`src/design/ray_delta_pkg.sv`:
```
////////////////////////////////////////
// Ray delta package
// Axis count, default fixed-point format and
// the per-lane flag types shared by the stage
////////////////////////////////////////

package ray_delta_pkg;

  // Two axes, X and Y, one reciprocal lane each
  localparam int NUM_AXES = 2;

  // Default SQ12.12 format
  localparam int Q_INT_DEF  = 12;  // Integer bits, sign included
  localparam int Q_FRAC_DEF = 12;  // Fractional bits

  // Leading-zero count or signed rescale amount
  // 6 bits is enough for formats up to 32 bits in total
  typedef logic [5:0] shift_t;

  // Axis index, 0 is X and 1 is Y
  typedef logic [0:0] axis_t;

  // Operand flags made by the issue block and carried down each lane
  typedef struct packed {
    logic neg;   // Operand sign, later the step direction
    logic zero;  // Operand is exactly zero
  } lane_flags_t;

  // Flag output of one lane
  typedef struct packed {
    lane_flags_t flags;  // Flags passed through from issue
    logic        sat;    // Result was clamped to the largest positive value
  } lane_res_t;

endpackage

```
`src/design/ray_dir_issue.sv`:
```
////////////////////////////////////////
// Ray direction issue
// Registers the ray direction, puts it into lane
// order and makes sign and zero flags per axis
////////////////////////////////////////

`timescale 1ns/1ps

module ray_dir_issue #(
  parameter int Q_INT  = ray_delta_pkg::Q_INT_DEF,   // Integer bits, sign included
  parameter int Q_FRAC = ray_delta_pkg::Q_FRAC_DEF   // Fractional bits
) (
  input  logic                                                  i_clk,
  input  logic                                                  i_rst_n,
  input  logic                                                  i_ray_valid,
  input  logic signed [Q_INT+Q_FRAC-1:0]                        i_dir_x,
  input  logic signed [Q_INT+Q_FRAC-1:0]                        i_dir_y,
  output logic [ray_delta_pkg::NUM_AXES-1:0]                    o_lane_valid,
  output logic [ray_delta_pkg::NUM_AXES-1:0][Q_INT+Q_FRAC-1:0]  o_lane_data,
  output ray_delta_pkg::lane_flags_t [ray_delta_pkg::NUM_AXES-1:0] o_lane_flags
);
  import ray_delta_pkg::*;

  localparam int W = Q_INT + Q_FRAC;  // Full operand width

  logic [NUM_AXES-1:0][W-1:0] dir_in;    // Directions in lane order
  lane_flags_t [NUM_AXES-1:0] flags_in;  // Flags before the register

  assign dir_in = {i_dir_y, i_dir_x};  // Lane 0 takes X, lane 1 takes Y

  // Sign and exact-zero detect so the lanes get ready-made flags
  always_comb begin
    for (int k = 0; k < NUM_AXES; k++) begin
      flags_in[k].neg  = dir_in[k][W-1];  // Sign bit is the step direction
      flags_in[k].zero = ~|dir_in[k];
    end
  end

  // Valid strobe, one copy per lane
  always_ff @(posedge i_clk) begin
    if (!i_rst_n) begin
      o_lane_valid <= '0;
    end else begin
      o_lane_valid <= {NUM_AXES{i_ray_valid}};
    end
  end

  // Payload follows the strobe every cycle
  always_ff @(posedge i_clk) begin
    o_lane_data  <= dir_in;
    o_lane_flags <= flags_in;
  end

  // A lane valid is only ever the echo of a strobe one cycle back
  a_valid_from_strobe: assert property (
    @(posedge i_clk) disable iff (!i_rst_n)
    |o_lane_valid |-> $past(i_ray_valid)
  );

endmodule

```
`config.mk`:
```
export PLATFORM = sky130hd
export DESIGN_NAME = ray_dir_issue
export DESIGN_NICKNAME = d
export VERILOG_FILES = /design/src/design/ray_delta_pkg.sv /design/src/design/ray_dir_issue.sv
export SDC_FILE = /design/constraint.sdc
export NUM_CORES = 1
export LEC_CHECK = 0
export BUFFER_PORTS_ARGS = -buffer_cell sky130_fd_sc_hd__buf_4
export CAP_MARGIN = 15
export CELL_PAD_IN_SITES_DETAIL_PLACEMENT = 0
export CELL_PAD_IN_SITES_GLOBAL_PLACEMENT = 1
export CORE_UTILIZATION = 25
export DETAILED_ROUTE_END_ITERATION = 16
export PLACE_DENSITY = 0.85
export SLEW_MARGIN = 20
export SYNTH_ARGS = -nofsm -noshare
export SYNTH_HDL_FRONTEND = slang
export SYNTH_SLANG_ARGS = --single-unit
```
`constraint.sdc`:
```
create_clock -name i_clk -period 0.8 [get_ports i_clk]
set_input_delay 0.12 -clock i_clk [delete_from_list [all_inputs] [get_ports i_clk]]
set_output_delay 0.12 -clock i_clk [all_outputs]
set_load 0.1 [all_outputs]
```
# Yosys cells after proc, flatten, opt, wreduce, memory -nomap -nowiden

Index checks and enable logic that the tools add are counted.

Flip-flop bits (word level): 53
Output and inout port bits: 54

Reductions and logical operators: 4

Operators by type and width:

| operator         | count |
|---|---|
| $reduce_or 24->1 | 2 |
| $logic_not 1->1  | 2 |

# Longest topological paths before layout

Word-level depth: 2
Gate-level depth with buffers: 3
Gate-level depth less buffers: 3

# Worst setup path after synthesis

OpenSTA, ideal clock, no wires.

Path type: register to output
Start point: reg, netlist name o_lane_data[23]
End point: out o_lane_flags[1] in the netlist's numbering
Data arrival time: 1356 ps
Setup slack: -676 ps
Cell stages (with the launch flop): 2
Path buffers: 1
Cells stage by stage: dfxtp_1 -> buf_4

RTL lines:

| what             | line                | text |
|---|---|---|
| end: declaration | ray_dir_issue.sv:20 | `output ray_delta_pkg::lane_flags_t [ray_delta_pkg::NUM_AXES-1:0] o_lane_flags` |

==> summary.txt <==
Status
  – Status: finished, violations left
  – Failing checks: negative setup slack

Placed design
  – GPL Wtd Cong: a little under 0.7
  – Cell count after placement: 227
  – PortBufs: ~100

Pwr
  – Max IR drop VDD: a little under 0.9 mV
  – PwrDens: 1890 nW/um^2
  – LEAKAGE: roughly 1.4 nW

Worst setup path
  – CP max stage delay: roughly 380 ps
  – Worst setup SP type: flip-flop
  – Crit Path Max Fanout: 2
  – WP data arrival: 860 ps
  – Crit. End Element: output pin
  – CP required: 680 ps
  – Bufs and invs on worst path: 1
  – Critical Path Source: o_lane_data[23]
  – Crit-path cells: buf_12
  – Crit path kind: reg2out
  – Crit-path slowest cell: dfxtp_4
  – Top Family by Delay on Critical Path: flip-flops

Clocking
  – Htree depth: 2
  – Clock transition at path regs: 80 ps
  – Num CTS Buffers: 5
  – Num Clock Sinks: 51
  – CTS tree: done
  – CTS Root Cell: clkbuf_8
  – Postcts setup bufs: 0
  – Longest Clk Path Bufs: 2

Global route
  – Vias in the first global route: 1275
  – Total Routing Usage GR: 0.179
  – Initial antenna violation count: 0
  – First-pass GRT wire length: 6530 um
  – GR Overflow Total: 0
  – Pin count of the biggest net entering global routing: 15

Drt
  – Routed WL per cell: 14.8 um
  – DR vias: 1171
  – Drt total wl: ~4200 um
  – First DRT Iteration DRCs: just over 50
  – Drt drc: 0
  – Via density: 4.15
  – ANT nets after route: 0
  – Drt first pass iters: 4

Timing
  – RSZ-0062 raised after global routing: yes
  – Final Setup Violations: 54
  – Max-slew violation count: 0
  – Rel. slew slack: 0.726
  – Setup ws final: -180 ps
  – Final-report hold violation count: 0
  – FMAX: 1.02 GHz
  – Post-route clock period utilization: 1.22
  – Worst Max-Slew Pin Slew: 407 ps
  – Tmin final: slightly below 1000 ps

Synthesis
  – Synthesized cell area: 1160 sq um
  – Sequential area share after synthesis: 0.876
  – Post-synth cell types: 8
  – Synth warnings: 0
  – Synthesized flop and latch total: 51
  – Synthesized area per cell: 16.0 sq um
  – Synth Instances: 73
  – Synthesized Nets: 124

Die
  – Cell row count: 24
  – Die height: 70.3 um
  – Die span in x: 70.3 um
  – Core Area: 4410 sq um
  – Io pins: 105
  – Die area: 4940 sq um
  – Initial Util: 0.264

Finish
  – Commonest non-fill, non-tap cell in the layout: buf_12
  – Area grow syn2layout: 183%
  – Final std cells w/o fill: ~280
  – Final core utilization: 0.746
  – Share of cells above drive strength 1: 0.713
  – # fillers: approximately 260
  – Diode count: 0
  – Commonest non-fill, non-tap cells in the layout: buf_12, buf_4, dfxtp_2
  – Nets: 280

Worst hold path
  – HP Class: in2reg
  – Hold path start: i_dir_x[9]

Job
  – Max-cap violations: 0
per-layer routing:
metal,GRT usage,up-vias,share of wire
met4,0.0533,0,0.012
met1,0.175,541,0.35
li1,-,556,-
met5,0,-,0
met2,0.339,69,0.56
met3,0.0736,5,0.079
area by class of cell:
class	instances	area [sq um]	share of cell area
Clock inverter	1	5.00	0.00152
Clock buffer	7	76.3	0.0232
Timing Repair Buffer	152	1930	0.587
Multi-Input combinational cell	19	121	0.0368
Sequential cell	51	1090	0.332
Tap cell	52	65.1	0.0197
sequential cells by signal (all words and copies together) (netlist names):
signal,flops
o_lane_flags,2
o_lane_data,48
o_lane_valid,1
metrics by stage:
step	TNS, ps	setup slack [ps]	hold WS, ps	power [mW]	instance area (sq um)
final	-7720	-180	22.9	6.23	3290
after global routing	-9490	-214	9.58	6.45	3290
after CTS	-7890	-180	16.4	6.24	3290
after detailed placement	-315	-187	235	4.27	2070
after global placement	-278	-163	233	4.26	2070
after floorplan	-307	-182	148	3.85	1260
timing repair:
item                                   4_1_cts  5_1_grt
gates resized for setup                    162        0
endpoints found under the hold margin       47        0
hold buffers                                47        0
setup endpoints to repair                   54       54
synthesized netlist by cell type:
cell     count  area (sq um)
nor4_2       2          25.0
dfxtp_1     51          1020
nand4_1      2          12.5
buf_4        3          22.5
nor4_1      10          62.6
nand2_1      2          7.51
and2_1       1          6.26
nor2_1       2          7.51
worst paths after layout:
kind,end,slack (ps),cells after the start
hold / removal,o_lane_data[9],20,2
setup / recovery,o_lane_flags[1],-180,1
where the power goes:
group / total, mW / internal, mW / switching (mW) / leakage, nW
clock: 1.40 / 0.615 / 0.786 / 0.0422
combinational: 2.02 / 0.837 / 1.18 / 0.955
sequential: 2.81 / 2.69 / 0.118 / 0.432
kinds of logic after synthesis:
logic type | share of synthesized area
DFF | 0.876
and+or+nand+nor | 0.104
buffers and inverters | 0.0193
(Power assumes the default switching activity.)
