File: src/design/ray_delta_pkg.sv
////////////////////////////////////////
// Ray delta package
// Axis count, default fixed-point format and
// the per-lane flag types shared by the stage
////////////////////////////////////////

package ray_delta_pkg;

  // Two axes, X and Y, one reciprocal lane each
  localparam int NUM_AXES = 2;

  // Default SQ12.12 format
  localparam int Q_INT_DEF  = 12;  // Integer bits, sign included
  localparam int Q_FRAC_DEF = 12;  // Fractional bits

  // Leading-zero count or signed rescale amount
  // 6 bits is enough for formats up to 32 bits in total
  typedef logic [5:0] shift_t;

  // Axis index, 0 is X and 1 is Y
  typedef logic [0:0] axis_t;

  // Operand flags made by the issue block and carried down each lane
  typedef struct packed {
    logic neg;   // Operand sign, later the step direction
    logic zero;  // Operand is exactly zero
  } lane_flags_t;

  // Flag output of one lane
  typedef struct packed {
    lane_flags_t flags;  // Flags passed through from issue
    logic        sat;    // Result was clamped to the largest positive value
  } lane_res_t;

endpackage

File: src/design/delta_dist_pack.sv
////////////////////////////////////////
// Delta distance pack
// Registers both lane results per axis and
// picks the axis the walker steps first
////////////////////////////////////////

`timescale 1ns/1ps

module delta_dist_pack #(
  parameter int Q_INT  = ray_delta_pkg::Q_INT_DEF,   // Integer bits including the sign
  parameter int Q_FRAC = ray_delta_pkg::Q_FRAC_DEF   // Fractional bits
) (
  input  logic                                                  i_clk,
  input  logic                                                  i_rst_n,
  input  logic [ray_delta_pkg::NUM_AXES-1:0]                    i_lane_valid,
  input  logic [ray_delta_pkg::NUM_AXES-1:0][Q_INT+Q_FRAC-1:0]  i_lane_data,
  input  ray_delta_pkg::lane_res_t [ray_delta_pkg::NUM_AXES-1:0] i_lane_res,
  output logic                                                  o_delta_valid,
  output logic [Q_INT+Q_FRAC-1:0]                               o_delta_x,
  output logic [Q_INT+Q_FRAC-1:0]                               o_delta_y,
  output logic                                                  o_step_neg_x,
  output logic                                                  o_step_neg_y,
  output logic                                                  o_sat_x,
  output logic                                                  o_sat_y,
  output logic                                                  o_near_x
);
  import ray_delta_pkg::*;

  localparam axis_t AX_X = axis_t'(0);
  localparam axis_t AX_Y = axis_t'(1);

  logic lane_valid;  // Lanes run in lockstep so X stands for both
  logic near_x;      // Delta X no larger than delta Y

  assign lane_valid = i_lane_valid[AX_X];

  // Unsigned magnitude compare where a tie goes to X
  assign near_x = (i_lane_data[AX_X] <= i_lane_data[AX_Y]);

  always_ff @(posedge i_clk) begin
    if (!i_rst_n) begin
      o_delta_valid <= 1'b0;
      o_delta_x     <= '0;
      o_delta_y     <= '0;
      o_step_neg_x  <= 1'b0;
      o_step_neg_y  <= 1'b0;
      o_sat_x       <= 1'b0;
      o_sat_y       <= 1'b0;
      o_near_x      <= 1'b0;
    end else begin
      o_delta_valid <= lane_valid;
      if (lane_valid) begin  // Hold the last ray between strobes
        o_delta_x    <= i_lane_data[AX_X];
        o_delta_y    <= i_lane_data[AX_Y];
        o_step_neg_x <= i_lane_res[AX_X].flags.neg;
        o_step_neg_y <= i_lane_res[AX_Y].flags.neg;
        o_sat_x      <= i_lane_res[AX_X].sat;
        o_sat_y      <= i_lane_res[AX_Y].sat;
        o_near_x     <= near_x;
      end
    end
  end

  // Both lanes must deliver in the same cycle
  a_lanes_aligned: assert property (
    @(posedge i_clk) disable iff (!i_rst_n)
    (&i_lane_valid) == (|i_lane_valid)
  );

endmodule

File: config.mk
export PLATFORM = sky130hd
export DESIGN_NAME = delta_dist_pack
export DESIGN_NICKNAME = d
export VERILOG_FILES = /design/src/design/ray_delta_pkg.sv /design/src/design/delta_dist_pack.sv
export SDC_FILE = /design/constraint.sdc
export NUM_CORES = 1
export LEC_CHECK = 0
export ABC_AREA = 1
export CORE_ASPECT_RATIO = 0.75
export CORE_MARGIN = 2
export CORE_UTILIZATION = 55
export DETAILED_ROUTE_END_ITERATION = 8
export DONT_BUFFER_PORTS = 1
export GPL_TIMING_DRIVEN = 0
export PLACE_DENSITY = 0.76
export SLEW_MARGIN = 30
export SYNTH_ARGS = -nofsm -noshare
export SYNTH_HDL_FRONTEND = slang
export SYNTH_SLANG_ARGS = --single-unit
export TNS_END_PERCENT = 20
File: constraint.sdc
create_clock -name i_clk -period 2.2 [get_ports i_clk]
set_input_delay 0.44 -clock i_clk [delete_from_list [all_inputs] [get_ports i_clk]]
set_output_delay 0.44 -clock i_clk [all_outputs]
set_load 0.05 [all_outputs]
# After elaboration in Yosys (flattened, before gate mapping)

Index checks and enable logic that the tools add are counted.

Output and inout bits: 54
Bits of input ports: 58
Logic and storage cells: 9
Flip-flop bits (word level): 54

Magnitude comparators: 1

Operator list:

| kind                            | count |
|---|---|
| less-or-equal comparator 24 bit | 1 |

# Longest topological paths before layout

Gate-level depths: netlist (run 1).

Depth in word-level cells: 1
Mapped depth: 12
Mapped depth without buffers: 12

# Worst setup path after synthesis (run 1)

OpenSTA, ideal clock, no wires.

Path type: in2reg
From: input port i_lane_data[39] in the netlist's numbering
To: register o_near_x
Stages: 9
Path buffers: 0
Library setup time: 122 ps
Path slack: 803 ps
Arrival time: 1275 ps
Data required time: 2078 ps
Cells stage by stage: inv_1 > ha_1 > nand2_2 > nor2_4 > nand4_2 > nor2_2 > nand2_1 > nand3_1 > a21oi_2

Cells in the longest elaborated chain, start to end: 1

RTL lines:

| what                            | RTL line              | text |
|---|---|---|
| start: declaration              | delta_dist_pack.sv:16 | `input logic [ray_delta_pkg::NUM_AXES-1:0][Q_INT+Q_FRAC-1:0] i_lane_data,` |
| less-or-equal comparator 24 bit | delta_dist_pack.sv:38 | `assign near_x = (i_lane_data[AX_X] <= i_lane_data[AX_Y]);` |
| end signal: assignment          | delta_dist_pack.sv:59 | `o_near_x <= near_x;` |
| end: declaration                | delta_dist_pack.sv:25 | `output logic o_near_x` |

No other way between the ends.
A chain may end at the register's enable or synchronous reset.

# Final worst setup path (run 1)

From: register o_delta_y[18]
To: output port o_delta_y[18]

RTL lines:

| what                     | RTL line              | text |
|---|---|---|
| start: declaration       | delta_dist_pack.sv:20 | `output logic [Q_INT+Q_FRAC-1:0] o_delta_y,` |
| start signal: assignment | delta_dist_pack.sv:54 | `o_delta_y <= i_lane_data[AX_Y];` |

No word-level cell between the ends.

==> summary.md, run 1 <==
| Metric | Value |
|---|---|
| Crit path time final | 1.42 ns |
| CTS buffer count | 5 |
| YS warnings | 0 |
| First-pass GRT wire length | 8550 um |
| Fin cells | 381 |
| Period Utilization, post-route | 64.5% |
| Row count | 21 |
| Routability cong. | 0.769 |
| Psw | around 0.00074 W |
| Final hold violation count | 0 |
| Met2 usage | 37.9% |
| Initial Util | 56.3% |
| Post-DRT Antenna Nets | 0 |
| Residual DRC | 0 |
| Slew @ Worst Pin | between 0.5 and 0.6 ns |
| Worst setup SP type | register |
| Synth Instances | 318 |
| Vias/cell | 5.35 |
| Core area | 4390 um^2 |
| Post-CTS resize count | 0 |
| DRT Pass-1 Iters | 4 |
| CTS tree | yes |
| Clock Tree Buf Depth | 2 |
| Final HPWL DP | approximately 4400 um |
| Grt met3 use | 6.79% |
| Worst EP arrival | 0.98 ns |
| Worst-path maximum fanout | 2 |
| Max Clock Skew | 0 ns |
| Clk pin slew, worst setup/hold paths | 0.09 ns |
| Initial antenna violation count | 0 |
| Layout Nets | 407 |
| Crit end category | output port |
| Power Density | 810 nW/um^2 |
| Die X | between 80 and 90 um |
| Total track usage | 23.0% |
| Grt met1 use | 29.5% |
| Design Power | 0.00213 W |
| Wirelength, routed | between 5000 and 6000 um |
| Ports | 112 |
| Relative max-transition margin | 63.8% |
| Int Pwr | 0.00139 W |
| DRT iter0 DRCs | 98 |
| Total of max-cap violations | 0 |
| Skew-Pair Late Insertion Delay | about 0.30 ns |
| Routed WL per cell | ~15 um |
| Inst Count DP | 375 |
| I/O Buffers | 0 |
| Post-synthesis cell type count | 19 |
| Fmax | 704 MHz |
| P_leak | 1.28 nW |
| RSZ-0062 raised after global routing | false |
| Clk pwr share | 25.6% |
| Net Sw Frac | between 30% and 40% |
| Status | finished clean |
| Sequential share of the synthesized area | 43.7% |
| CTS Hold Bufs | 0 |
| WS Path Type | register to output port |
| Logic gate share of total power | 12.0% |
| Largest net degree at the start of global routing | 15 |
| Vias in the first global route | 1868 |
| Setup TNS | 0 ns |
| Fin util | between 50 and 60% |
| Worst hold path type | input pin to register |
| Clk sinks | 54 |
| DR vias | slightly above 2000 |
| GRT overflow | 0 |
| Clk root buf | clkbuf_8 |
| GR peak layer | met2 |
| # setup viols final | 0 |
| Crit path required time | 1.76 ns |
| Synthesized flop and latch total | 54 |
| VDD IR max | 0.336 mV |
| Total die area | 5050 um^2 |
| Syn-to-layout area delta | 6.22% |
| Mapped Nets | 400 |
| Die H | 62.1 um |
| Mapped Area | about 2500 um^2 |
| Syn_area_per_cell | 7.77 um^2 |
| Deepest level of the CTS H-tree | 2 |
| N_diodes | 0 |
| Setup Buffers After CTS | 0 |
| Share of cells above drive strength 1 | 10.2% |
| Sequential Power Share | 62.4% |
| Final Max Tran Viols | 0 |
[registers in the layout, indices dropped and copies added, names as in the netlist]
name and flops:
o_delta_valid 1, o_step_neg_y 1, o_sat_y 1, o_delta_x 24
o_near_x 1, o_sat_x 1, o_delta_y 24, o_step_neg_x 1
[cell usage after synthesis]
| cell type | n | area (um^2) |
|---|---|---|
| inv_2 | 4 | 15.0 |
| nand2_2 | 1 | 6.26 |
| nand3_1 | 3 | 15.0 |
| a21oi_2 | 1 | 8.76 |
| o21ai_0 | 20 | 100 |
| nor2_4 | 1 | 11.3 |
| nor2_2 | 2 | 12.5 |
| a21oi_1 | 33 | 165 |
| o21ai_1 | 34 | 170 |
| buf_2 | 14 | 70.1 |
| a21o_1 | 2 | 15.0 |
| inv_1 | 30 | 113 |
| ha_1 | 24 | 300 |
| dfxtp_1 | 54 | 1080 |
| nor2_1 | 61 | 229 |
| nand4_2 | 1 | 12.5 |
| nand2_1 | 29 | 109 |
| nor3_1 | 1 | 5.00 |
| buf_6 | 3 | 33.8 |
[cell usage in the layout (no fill, tap or decap)]
master and count:
nor2_1 61, dfxtp_1 54, o21ai_1 34, a21oi_1 33, inv_1 30, nand2_1 29
ha_1 24, o21ai_0 20, buf_2 14, clkbuf_8 6, inv_2 4, buf_6 3
nand3_1 3, a21o_1 2, nor2_2 2, nand2_2 1, nor2_4 1, nand4_2 1
nor3_1 1, a21oi_2 1
[logic make-up (layout without fill, tap and decap cells)]
group	Yosys count	after routing	share of synthesized area, %
compound gates	90	90	18.6
flops	54	54	43.7
fa+ha+maj	24	24	12.1
simple gates	99	99	16.2
buf+inv	51	57	9.36
[final timing paths]
check                 from            end  slack (ns)  cells past startpoint
max          o_delta_y[18]  o_delta_y[18]        0.78                      0
max reg2reg  o_delta_y[20]  o_delta_y[20]        1.17                      2
min                i_rst_n  o_delta_y[15]        0.26                      2
min reg2reg   o_delta_x[3]   o_delta_x[3]        0.75                      2
[layer usage]
layer,vias up,share of wire [%]
li1,1046,-
met1,908,45
met2,78,46
met3,8,8.1
met4,0,1.0
met5,-,0
[per-stage QoR]
stage	setup WS, ns	area, um^2	hold slack (ns)
2_1_floorplan	0.803	2470	0.575
3_3_place_gp	0.698	2540	0.576
3_5_place_dp	0.687	2540	0.582
4_1_cts	0.778	2630	0.260
5_1_grt	0.757	2630	0.260
6_report	0.780	2630	0.264
[cell type report]
type	count	area [um^2]
well taps	57	71.3
clock buffers	6	82.6
multi-input cells	213	1160
inverters	34	128
flip-flops and latches	54	1080
fillers	396	1760
plain buffers	17	104
[power by group through the flow]
stage	sequential, W	combinational [W]	clock [W]
floorplan	0.00134	0.000203	0
global placement	0.00135	0.000245	0
detailed placement	0.00135	0.000255	0
CTS	0.00133	0.000257	0.000556
global route	0.00134	0.000298	0.000596
finish	0.00133	0.000255	0.000546
Note: power is estimated with default switching activity, not from simulation.
==> run 2, diff against run 1 <==
- PLACE_DENSITY: 0.76 -> 0.79
- clock period: 2.2 -> 1.2 ns (I/O delays scaled with it)
==> run 2 against run 1 <==
Effect of this change: register-to-register slack got worse by 0.95 ns; design area rose by 2.5%; via count rose by 1.9%; non-clock buffer count did not move; global-route usage rose by 0.25 points; core utilization rose by 1.5 points; clock power rose by 82%; critical path depth did not move; cell count did not move; wire length rose by 2.3%; count of clock-buffer cells in the layout did not move.
==> summary.md, run 2 (same netlist as run 1, synthesis figures left out) <==
| Metric | Value |
|---|---|
| Logic gate share of total power | 11.9% |
| WHS | 0.0702 ns |
| Fill count | 420 |
| Share of cells above drive strength 1 | around a quarter |
| Layout Nets | 407 |
| DRT iter0 DRCs | 85 |
| Routability cong. | 0.776 |
| WS Path Type | register to output port |
| Met3 routed WL | ~660 um |
| Fin util | 61.3% |
| Commonest non-fill, non-tap cell in the layout | nor2_1 |
| Worst hold path type | input pin to register |
| Clk root buf | clkbuf_8 |
| Residual DRC | 0 |
| Worst-path maximum fanout | 2 |
| Worst EP arrival | 0.95 ns |
| Routed WL per cell | approximately 16 um |
| Die X | between 80 and 90 um |
| Inst Count DP | 375 |
| P_leak | ~1.3 nW |
| Vias in the first global route | 1857 |
| Crit path time final | around 1.2 ns |
| Slew @ Worst Pin | 0.507 ns |
| Core area | roughly 4400 um^2 |
| Vias/cell | 5.46 |
| Fin cells | 381 |
| Ports | 112 |
| Int Pwr | 0.00258 W |
| Total die area | about 5100 um^2 |
| Clk pwr share | 25.3% |
| Skew-Pair Late Insertion Delay | ~0.29 ns |
| CTS tree | yes |
| DR WL met2 | 2780 um |
| Final hold violation count | 0 |
| HP Start | i_rst_n |
| Critical path origin | o_delta_x[18] |
| Row count | 21 |
| Period Utilization, post-route | 98.8% |
| Max Clock Skew | 0 ns |
| Syn-to-layout area delta | 8.86% |
| Final HPWL DP | 4490 um |
| Psw | ~0.0014 W |
| Total track usage | between 20% and 30% |
| CTS Hold Bufs | 0 |
| Initial Util | between 50% and 60% |
| Net Sw Frac | 34.4% |
| VDD IR max | about 0.78 mV |
| Worst setup SP type | register |
| Sequential Power Share | 62.7% |
| Setup Buffers After CTS | 0 |
| Final Max Tran Viols | 0 |
| GRT overflow | 0 |
| Clk sinks | 54 |
| N_diodes | 0 |
| Leading cell types in the layout, fill and taps excluded | nor2_1, dfxtp_2, o21ai_1 |
| DRT Pass-1 Iters | 4 |
| I/O Buffers | 0 |
| Deepest level of the CTS H-tree | 2 |
| Wirelength, routed | 5970 um |
| Fmax | between 800 and 900 MHz |
| Metal1 wirelength | 2500 um |
| Clk pin slew, worst setup/hold paths | 0.09 ns |
| Largest net degree at the start of global routing | 15 |
| Status | finished clean |
| Worst r2r src | o_delta_x[18] |
| Post-DRT Antenna Nets | 0 |
| Clock Tree Buf Depth | 2 |
| First-pass GRT wire length | approximately 8700 um |
| # setup viols final | 0 |
| Relative max-transition margin | 66.2% |
| Top flop regs | o_delta_x (24), o_delta_y (24) |
| Crit path required time | ~0.96 ns |
| DR vias | 2079 |
| Power Density | 1460 nW/um^2 |
| Initial antenna violation count | 0 |
| Die H | slightly above 60 um |
| Top Metal Used | met4 |
| Total of max-cap violations | 0 |
| CTS buffer count | 5 |
| Crit end category | output port |
## run 2: cell count changes in the layout (fill, tap and decap cells not counted)
cell     change
dfxtp_1     -52
dfxtp_2     +52
## run 2: timing repair
action,4_1_cts,5_1_grt
gates resized for setup,13,39
endpoints found under the setup margin,13,39
hold endpoints to repair,0,0
## run 2: worst paths after layout
check / to / slack, ns / cells past startpoint
worst max-delay path: o_delta_x[18] / 0.01 / 0
worst min-delay path: o_delta_y[15] / 0.07 / 2
worst max register to register: o_delta_x[18] / 0.22 / 2
worst min register to register: o_delta_x[3] / 0.63 / 2
## run 2: per-stage QoR
| stage | setup TNS [ns] | setup slack, ns | cell area [um^2] | total power [W] |
|---|---|---|---|---|
| floorplan | 0 | 0.00339 | 2470 | 0.00282 |
| global placement | -0.124 | -0.124 | 2540 | 0.00292 |
| detailed placement | -0.125 | -0.125 | 2540 | 0.00295 |
| CTS | 0 | 0.000217 | 2640 | 0.00393 |
| global route | -0.0178 | -0.0178 | 2690 | 0.00412 |
| finish | 0 | 0.0146 | 2690 | 0.00393 |
## run 2: metal layers
layer	vias up	GRT usage (%)
li1	1042	-
met1	946	30.2
met2	86	37.8
met3	5	7.51
met4	0	6.54
met5	-	0
## run 2: final cells by class
class,instances,area (um^2),share of cell area [%]
Buffer,17,104,3.86
Clock buffer,6,82.6,3.07
Inverter,34,128,4.74
Multi-Input combinational cell,213,1160,43.1
Sequential cell,54,1150,42.6
Tap cell,57,71.3,2.65
## run 2: power by group through the flow
stage | registers [W] | logic [W] | clock network [W]
3_5_place_dp | 0.00248 | 0.000467 | 0
3_3_place_gp | 0.00247 | 0.000446 | 0
6_report | 0.00246 | 0.000469 | 0.000995
5_1_grt | 0.00248 | 0.000553 | 0.00108
4_1_cts | 0.00244 | 0.000470 | 0.00102
2_1_floorplan | 0.00245 | 0.000372 | 0
